$ cat src/hdl/regFile_macros.svh
`ifndef REGFILE_MACROS_SVH
`define REGFILE_MACROS_SVH

// Datapath widths
`define REG_W	64
`define IMM_W	33	// Bit 32 is the sign
`define ADDR_W	48	// PC and GBR as delivered by the core

`define GPR_N	32

// Special register IDs, upper half of the 6-bit ID space
`define ID_DLR	6'h20
`define ID_DHR	6'h21
`define ID_PC	6'h22
`define ID_GBR	6'h23
`define ID_LR	6'h24
`define ID_SP	6'h2F

// Operand-only IDs, never forwarded
`define ID_IMM	6'h3E
`define ID_ZZR	6'h3F

`endif

$ cat src/hdl/regFilePkg.sv
package regFilePkg;

	// GPR view of a register ID
	typedef struct packed {
		logic       isSpecial;	// Set for DLR, SP, IMM and friends
		logic [4:0] gprIdx;
	} regIdFieldsT;

	// Same 6 bits, either split into fields or matched as a whole code
	typedef union packed {
		regIdFieldsT fld;
		logic [5:0]  code;
	} regIdT;

	typedef logic [63:0] regValT;

	typedef logic [32:0] immT;	// Raw decode immediate

	// Bank holding the live copy of a GPR
	typedef enum logic [1:0] {
		bankA,
		bankB,
		bankC
	} bankSelT;

endpackage

$ cat src/hdl/specialReg.sv
`timescale 1ns/1ps
`include "regFile_macros.svh"

module specialReg #(
	parameter logic [5:0] regCode = `ID_ZZR
) (
	input  logic               clock,
	input  logic               arstN,
	input  logic               hold,
	input  logic               ex3Flush,
	input  regFilePkg::regIdT  wrIdA,
	input  regFilePkg::regIdT  wrIdB,
	input  regFilePkg::regIdT  wrIdC,
	input  regFilePkg::regValT wrValA,
	input  regFilePkg::regValT wrValB,
	input  regFilePkg::regValT wrValC,
	input  regFilePkg::regValT extIn,
	output regFilePkg::regValT value
);
	import regFilePkg::*;

	regValT nextVal;

	// Outside value unless a lane targets this register, C wins
	always_comb
	begin
		nextVal = extIn;
		if (wrIdA.code == regCode)
			nextVal = wrValA;
		if (wrIdB.code == regCode)
			nextVal = wrValB;
		if (wrIdC.code == regCode)
			nextVal = wrValC;
	end

	always_ff @(posedge clock or negedge arstN)
	begin
		if (!arstN)
			value <= '0;
		else if (!hold && !ex3Flush)	// Frozen along with the banks
			value <= nextVal;
	end

endmodule

$ cat config.mk
export PLATFORM = sky130hd
export DESIGN_NAME = specialReg
export DESIGN_NICKNAME = d
export VERILOG_FILES = /design/src/hdl/regFilePkg.sv /design/src/hdl/specialReg.sv
export VERILOG_INCLUDE_DIRS = /design/src /design/src/hdl
export SDC_FILE = /design/constraint.sdc
export NUM_CORES = 1
export LEC_CHECK = 0
export ABC_AREA = 1
export BUFFER_PORTS_ARGS = -buffer_cell sky130_fd_sc_hd__buf_4
export CORE_MARGIN = 10
export CORE_UTILIZATION = 43
export CTS_CLUSTER_DIAMETER = 200
export DETAILED_ROUTE_END_ITERATION = 12
export GPL_ROUTABILITY_DRIVEN = 1
export GPL_TIMING_DRIVEN = 0
export PLACE_DENSITY = 0.91
export SETUP_SLACK_MARGIN = 0.15
export SLEW_MARGIN = 20
export SYNTH_ARGS = -nofsm -noshare
export SYNTH_HDL_FRONTEND = slang
export SYNTH_SLANG_ARGS = --single-unit
$ cat constraint.sdc
create_clock -name clock -period 0.8 [get_ports clock]
set_clock_uncertainty 0.15 [all_clocks]
set_input_delay 0.12 -clock clock [delete_from_list [all_inputs] [get_ports clock]]
set_output_delay 0.12 -clock clock [all_outputs]
set_load 0.05 [all_outputs]
==> flow_summary.ini <==
[grt]
grt_max_degree = 65
grt_pass1_vias = 9638
grt_use_total_pct = 32.4
grt-ovfl-total = 0
grt_pass1_wl_um = 52300
antenna_found_initial = 1

[finish]
final-seq-area_mm2 = 0.00168
final_core_util_pct = 86.0
top_regs = value (64)
area_growth_pct = 95.9
final_area_mm2 = 0.0131
diodes = 0
largest_reg_flops = 64
nFillCells = 668
drive_gt1_share_pct = 59.9
regMostFlops = value
nets = 1770
multiInputGateArea_mm2 = 0.00452

[floorplan]
start_util_pct = 43.9
rows = 45
dieWidth_um = 145
io_pins = 342
core_mm2 = 0.0153
fp.dieArea_mm2 = 0.0210
die_y_um = 145

[setup_path]
reg2reg_slack_ns = -0.35
critPathCaptureType = register
worstSetupStartpointType = primary input
critical_path_class = primary input to register
crit_required_ns = 0.82
crit_fanout = 10
worstPathCellList = buf_4, nand2_2, inv_2, nand2_4, buf_6, buf_12, buf_6, o21ai_0, inv_1, nand2_1, nand2_1
critical_path.slowest_cell = o21ai_0
path_buf_inv = 6
worstPathArrival_ns = 1.43
cpPeakStageDelay_ns = 0.20
crit_family = buffers and inverters

[placement]
place_area_mm2 = 0.00964
gp_congestion = 0.928
io_buffer_count = 341
dpl.hpwl_um = 21000

[timing]
relSlewSlack_pct = 55.4
fin_crit_sh_pct = 177
finalSetupViolCount = 128
layout_min_cycle_time_ns = 1.42
hold_slack_ns = -0.350
slew_violations = 0
max_freq_ghz = 0.706
setup_slack_ns = -0.616
final_hold_viol_count = 98
tightest_slew_ns = 0.669
rsz0062_at_grt = true

[clock_network]
htreeDepth = 3
clk_pin_slew_ns = 0.06
clock-sinks = 64
clock_path_buffers = 2
clk_latency_ns = 0.34
cts_buffers = 9
cts_tree = built
clock-root-buffer = clkbuf_16

[synth]
synth_flop_cell = dfrtp_1
syn_inst = 1047
synthesis.nets = 1325
synthesis.area_mm2 = 0.00670
yosys_warnings = 0
ys_types = 19
yosys-top-cells-count = nand2_1 (393), inv_1 (258), nand3_2 (122), nand3_1 (70), dfrtp_1 (64)
yosysMostFrequentCell = nand2_1
avgSynthCellArea_um2 = 6.40
synth_edf_count = 0
ys_async_sr_fraction_pct = 100
seq_area_frac_synth_pct = 23.9
ys_top_cells_by_area = dfrtp_1 (24%), nand2_1 (22%), nand3_2 (18%)
synth_top_area_share_pct = 23.9
yosys.area.top_type = dfrtp_1
synth-seq-cells = 64

[power_and_ir_drop]
peakVddDrop_v = 0.00116
powerDensity_mw_per_mm2 = 1180
power.leakage_nw = 7.30

[detailed_routing]
wire_per_inst_um = 24.9
viasPerCell = 5.70
routed_wirelength_um = 42600
route.detailed.drc = 0
dr.pass1.iters = 6
ant_nets = 0
via_count = 9738
drt_iter0_drc = 879

[run]
drv_cap = 0

[status]
outcome = finished, violations left
violations = hold timing, setup timing

[worst_hold_path]
hold_class = primary input to async pin
==> cells in the final DEF, fill, tap and decap left out, drive strengths merged <==
| cell type | count |
|---|---|
| buf | 472 |
| bufinv | 1 |
| nand2 | 399 |
| nand3 | 192 |
| inv | 260 |
| dfrtp | 64 |
| nor2 | 4 |
| clkinv | 2 |
| clkbuf | 39 |
| o21ai | 64 |
==> per-layer routing <==
layer  vias to the layer above  share of wire [%]  global-route usage [%]
li1                       3998                  -                       -
met1                      4518                 33                    35.2
met2                       893                 46                    54.3
met3                       327                 13                    10.2
met4                         2                8.1                    19.3
met5                         -              0.031                       0
==> repair_timing <==
action                                 CTS  global route
endpoints found under the hold margin  126           108
setup endpoints to repair              192           128
buffers inserted                        43            16
resized for setup                      316           173
cloned                                  30             4
pin swaps                               91           102
==> path summary, 6_finish.rpt <==
check                                start        end  depth (start not counted)
worst max-delay path              wrIdC[0]  value[32]                         11
worst max register to register   value[32]  value[32]                          3
worst min-delay path                 arstN  value[29]                          1
max in group asynchronous            arstN   value[3]                          1
worst min register to register   value[34]  value[34]                          2
min in group clock              wrValC[13]  value[13]                          5
==> per-stage QoR <==
stage	setup slack, ns	total power [mW]	cells	TNS [ns]
3_3_place_gp	-0.780	9.32	1599	-65.01
3_5_place_dp	-0.789	9.42	1599	-66.68
4_1_cts	-0.403	14.5	1688	-42.83
5_1_grt	-0.664	16.0	1708	-54.13
6_report	-0.616	15.5	1708	-51.68
2_1_floorplan	-0.309	7.06	1047	-19.64
==> kinds of logic (layout without fill, tap and decap cells) <==
kind of cell	after synthesis	count (layout)	share of synthesized area, %
simple gates	592	595	46.3
compound gates	64	64	4.78
buf+inv	327	774	25.0
flops	64	64	23.9
==> final cells by class <==
type                            instances  share of cell area, %
Multi-Input combinational cell        659                   34.4
Buffer                                 67                   7.57
Inverter                              260                   7.51
Clock buffer                           13                   1.98
Clock inverter                          3                  0.305
Timing Repair Buffer                  431                   33.4
Tap cell                              211                   2.01
Sequential cell                        64                   12.8
==> report_power, final <==
part | switching, mW | leakage (nW) | internal (mW)
clock network | 1.55 | 0.150 | 2.58
logic | 4.18 | 6.44 | 3.03
registers | 0.428 | 0.716 | 3.76
Power figures use the tool's default switching activity.
