`src/hdl/regFile_macros.svh`:
```
`ifndef REGFILE_MACROS_SVH
`define REGFILE_MACROS_SVH

// Datapath widths
`define REG_W	64
`define IMM_W	33	// Bit 32 is the sign
`define ADDR_W	48	// PC and GBR as delivered by the core

`define GPR_N	32

// Special register IDs, upper half of the 6-bit ID space
`define ID_DLR	6'h20
`define ID_DHR	6'h21
`define ID_PC	6'h22
`define ID_GBR	6'h23
`define ID_LR	6'h24
`define ID_SP	6'h2F

// Operand-only IDs, never forwarded
`define ID_IMM	6'h3E
`define ID_ZZR	6'h3F

`endif

```
`src/hdl/regFilePkg.sv`:
```
package regFilePkg;

	// GPR view of a register ID
	typedef struct packed {
		logic       isSpecial;	// Set for DLR, SP, IMM and friends
		logic [4:0] gprIdx;
	} regIdFieldsT;

	// Same 6 bits, either split into fields or matched as a whole code
	typedef union packed {
		regIdFieldsT fld;
		logic [5:0]  code;
	} regIdT;

	typedef logic [63:0] regValT;

	typedef logic [32:0] immT;	// Raw decode immediate

	// Bank holding the live copy of a GPR
	typedef enum logic [1:0] {
		bankA,
		bankB,
		bankC
	} bankSelT;

endpackage

```
`src/hdl/operandPort.sv`:
```
`timescale 1ns/1ps
`include "regFile_macros.svh"

// fwdId/fwdVal order is A1 B1 C1 A2 B2 C2 A3 B3 C3, lowest index newest
module operandPort #(
	parameter bit hasCtrlRegs = 1'b0
) (
	input  regFilePkg::regIdT   srcId,
	input  regFilePkg::bankSelT bank,
	input  regFilePkg::regValT  bankValA,
	input  regFilePkg::regValT  bankValB,
	input  regFilePkg::regValT  bankValC,
	input  regFilePkg::regValT  dlr,
	input  regFilePkg::regValT  dhr,
	input  regFilePkg::regValT  sp,
	input  regFilePkg::regValT  lr,
	input  logic [`ADDR_W-1:0]  pc,
	input  logic [`ADDR_W-1:0]  gbr,
	input  regFilePkg::immT     imm,
	input  regFilePkg::regIdT   fwdId [9],
	input  regFilePkg::regValT  fwdVal [9],
	output regFilePkg::regValT  value
);
	import regFilePkg::*;

	localparam int LO_W = 32;	// Control regs read back as 32-bit values

	regValT baseVal;
	logic   noFwd;

	// Decode the ID into a stored or synthesized value
	always_comb
	begin
		baseVal = '0;
		noFwd   = 1'b0;
		if (!srcId.fld.isSpecial)
		begin
			case (bank)
				bankB:   baseVal = bankValB;
				bankC:   baseVal = bankValC;
				default: baseVal = bankValA;
			endcase
		end
		else
		begin
			case (srcId.code)
				`ID_DLR: baseVal = dlr;
				`ID_DHR: baseVal = dhr;
				`ID_SP:  baseVal = sp;
				`ID_PC:
				begin
					if (hasCtrlRegs)
						baseVal = {{(`REG_W-LO_W){1'b0}}, pc[LO_W-1:1], 1'b0};	// Bit 0 dropped
				end
				`ID_GBR:
				begin
					if (hasCtrlRegs)
						baseVal = {{(`REG_W-LO_W){1'b0}}, gbr[LO_W-1:0]};
				end
				`ID_LR:
				begin
					if (hasCtrlRegs)
						baseVal = {{(`REG_W-LO_W){1'b0}}, lr[LO_W-1:0]};
				end
				`ID_IMM:
				begin
					baseVal = {{(`REG_W-`IMM_W+1){imm[`IMM_W-1]}}, imm[`IMM_W-2:0]};
					noFwd   = 1'b1;
				end
				`ID_ZZR: noFwd = 1'b1;	// Reads zero
				default: ;	// Unknown IDs read zero
			endcase
		end
	end

	// Walk oldest to newest so the newest match is left standing
	always_comb
	begin
		value = baseVal;
		if (!noFwd)
		begin
			for (int i = 8; i >= 0; i--)
			begin
				if (fwdId[i].code == srcId.code)
					value = fwdVal[i];
			end
		end
	end

endmodule

```
`config.mk`:
```
export PLATFORM = sky130hd
export DESIGN_NAME = operandPort
export DESIGN_NICKNAME = d
export VERILOG_FILES = /design/src/hdl/regFilePkg.sv /design/src/hdl/operandPort.sv
export VERILOG_INCLUDE_DIRS = /design/src /design/src/hdl
export SDC_FILE = /design/constraint.sdc
export NUM_CORES = 1
export LEC_CHECK = 0
export ABC_CLOCK_PERIOD_IN_PS = 3250
export BUFFER_PORTS_ARGS = -buffer_cell sky130_fd_sc_hd__buf_2
export CAP_MARGIN = 20
export CORE_AREA = 4 4 498 500
export DETAILED_ROUTE_END_ITERATION = 12
export DIE_AREA = 0 0 502 504
export PLACE_DENSITY = 0.3
export SYNTH_ARGS = -nofsm -noshare
export SYNTH_HDL_FRONTEND = slang
export SYNTH_SLANG_ARGS = --single-unit
```
`constraint.sdc`:
```
create_clock -name vclk -period 3.25
set_input_delay 0.325 -clock vclk [all_inputs]
set_output_delay 0.325 -clock vclk [all_outputs]
set_load 0.005 [all_outputs]
```
==> results_dict.tcl <==
set metrics [dict create \
    timing.slew.headroom_pct 50.80 \
    port_buffers 1119 \
    yosysSeqAreaShare_pct 0 \
    synthToLayoutAreaGrowth_pct 205.6 \
    cp_max_fo 13 \
    grt_usage_pct 18.07 \
    setup_viol 25 \
    core_um2 243000 \
    layout_setup_ws_ps -139.1 \
    drv_slew 0 \
    ff_latch_area_um2 0 \
    leakage_nw 12.04 \
    timing.final.crit_share_pct 104.3 \
    ys_warn_count 0 \
    rsz0062_at_grt "true" \
    detail-route-antenna-nets 0 \
    worst_slew_pin_slew_ps 737.2 \
    cp-end-kind "output port" \
    dp_worst_setup_slack_ps -1130 \
    synth.avg_cell_area_um2 6.438 \
    n_clock_buffer 0 \
    fin_hold_ws_ps 984.5 \
    seq_cells 0 \
    dieArea_um2 253000 \
    drtIter0Drc 1652 \
    drive_gt1_share_pct 73.08 \
    globalRoute.totalOverflow 0 \
    startpoint_type "input port" \
    hold_viol 0 \
    wl_per_cell_um 37.98 \
    die_w_um 502 \
    ir_drop_mv 0.1023 \
    vias 22950 \
    num_io_pins 1279 \
    fill_cells 28190 \
    grt_pass1_wl_um 288600 \
    die_y_um 504 \
    period_minus_slack_ps 3389 \
    synth_top_area_share_pct 12.55 \
    synth_area_leaders "a221oi_1, o21ai_0, o221ai_1" \
    synth_cell_type_count 72 \
    status "finished with violations" \
    syn_inst 1528 \
    post-synth-top-area-cell "a221oi_1" \
    routed_wirelength_um 242900 \
    drt_pass1_iterations 6 \
    min_path_type "input port to output port" \
    antenna_found_initial 332 \
    cap_violations 0 \
    power_density_nw_per_um2 170.9 \
    layout_commonest_cell "buf_2" \
    critical_path_class "input port to output port" \
    grt_max_degree 32 \
    worst_ep_arrival_time_ps 3060 \
    critical_path_required_ps 2920 \
    viasPerCell 3.588 \
    multi_input_area_um2 12930 \
    violations "negative setup slack" \
    start_util_pct 4.048 \
    dp_hpwl_um 219000 \
    grt_pass1_vias 23030 \
    nets 4313 \
    synth_area_um2 9837 \
    power_mw 5.136 \
    fmax_mhz 295.1 \
    syn_nets 2745 \
    most-common-layout-cells "buf_2, buf_4, buf_6" \
    drc 0 \
    gp_congestion 0.8744 \
    std_cell_rows 181 \
]
==> path summary, 6_finish.rpt <==
path	end	depth (start not counted)	startpoint	slack [ps]
worst max-delay path	value[60]	16	bank[0]	-140
worst min-delay path	value[44]	4	fwdVal[492]	980
==> logic make-up (layout without fill, tap and decap cells) <==
group | after synthesis | after routing | synth area share, %
xor gates and xnor gates | 54 | 54 | 4.808
other | 0 | 100 | 0
muxes | 28 | 28 | 3.104
and+or+nand+nor | 514 | 514 | 26.24
adders and majority gates | 2 | 2 | 0.2543
buffers and inverters | 198 | 1764 | 9.285
AOI/OAI and AO/OA | 732 | 732 | 56.31
==> metrics by stage <==
stage | util, % | std cells | setup TNS [ps] | area, µm²
finish | 12.37 | 6396 | -1501 | 30060
global placement | 9.667 | 6165 | -45880 | 23490
CTS | 11.46 | 6265 | -2327 | 27850
global route | 12.32 | 6349 | -5072 | 29940
floorplan | - | 1528 | 0 | 9837
detailed placement | 9.683 | 6170 | -43760 | 23530
==> critical path: stages <==
cell and delay, ps:
buf_12 110, inv_4 50, ha_4 210, buf_12 150, buf_4 150, buf_16 150
a221oi_4 230, nor3_4 70, buf_12 140, a221o_1 360, a211oi_2 320, nor3_4 110
nor4_4 320, buf_6 180, nor3_2 40, buf_2 120
==> cell usage after synthesis, drive strengths merged (15+ instances only) <==
library cell / instances
o22ai: 23
xnor2: 34
a22oi: 49
and3: 21
o2bb2ai: 15
o211ai: 37
or3: 23
nor3: 98
a2111oi: 16
a221o: 39
mux2: 20
nor2b: 61
nand2: 128
a211oi: 34
nand3: 36
a21oi: 91
xor2: 20
clkbuf: 107
a31oi: 18
buf: 85
a221oi: 141
o221ai: 56
o21ai: 108
nor2: 99
==> layer usage <==
layer / GRT usage (%) / wire (µm) / vias up
met5: 0 / 1510 / -
met4: 4.964 / 9630 / 240
met3: 9.733 / 31170 / 594
met2: 28.32 / 104800 / 1612
met1: 21.26 / 95760 / 10930
li1: - / - / 9574
==> what timing repair did <==
action | CTS | global route
setup endpoints to repair | 64 | 64
gates resized for setup | 661 | 310
hold buffers | 0 | 0
setup buffers | 95 | 45
cloned | 15 | 5
pin swaps | 188 | 180
==> report_power, final <==
| group | switching, mW | internal (mW) | total, mW |
|---|---|---|---|
| clock network | 0 | 0.00000372 | 0.00000373 |
| logic | 2.76 | 2.37 | 5.14 |
| registers | 0 | 0 | 0 |
| total | 2.76 | 2.37 | 5.14 |
==> layout make-up <==
class                           count  share of cell area [%]
Inverter                            6                 0.08325
Antenna cell                      100                  0.8325
Timing Repair Buffer             1758                   42.73
Multi-Input combinational cell   1330                   43.03
Tap cell                         3202                   13.33
Power figures use the tool's default switching activity.
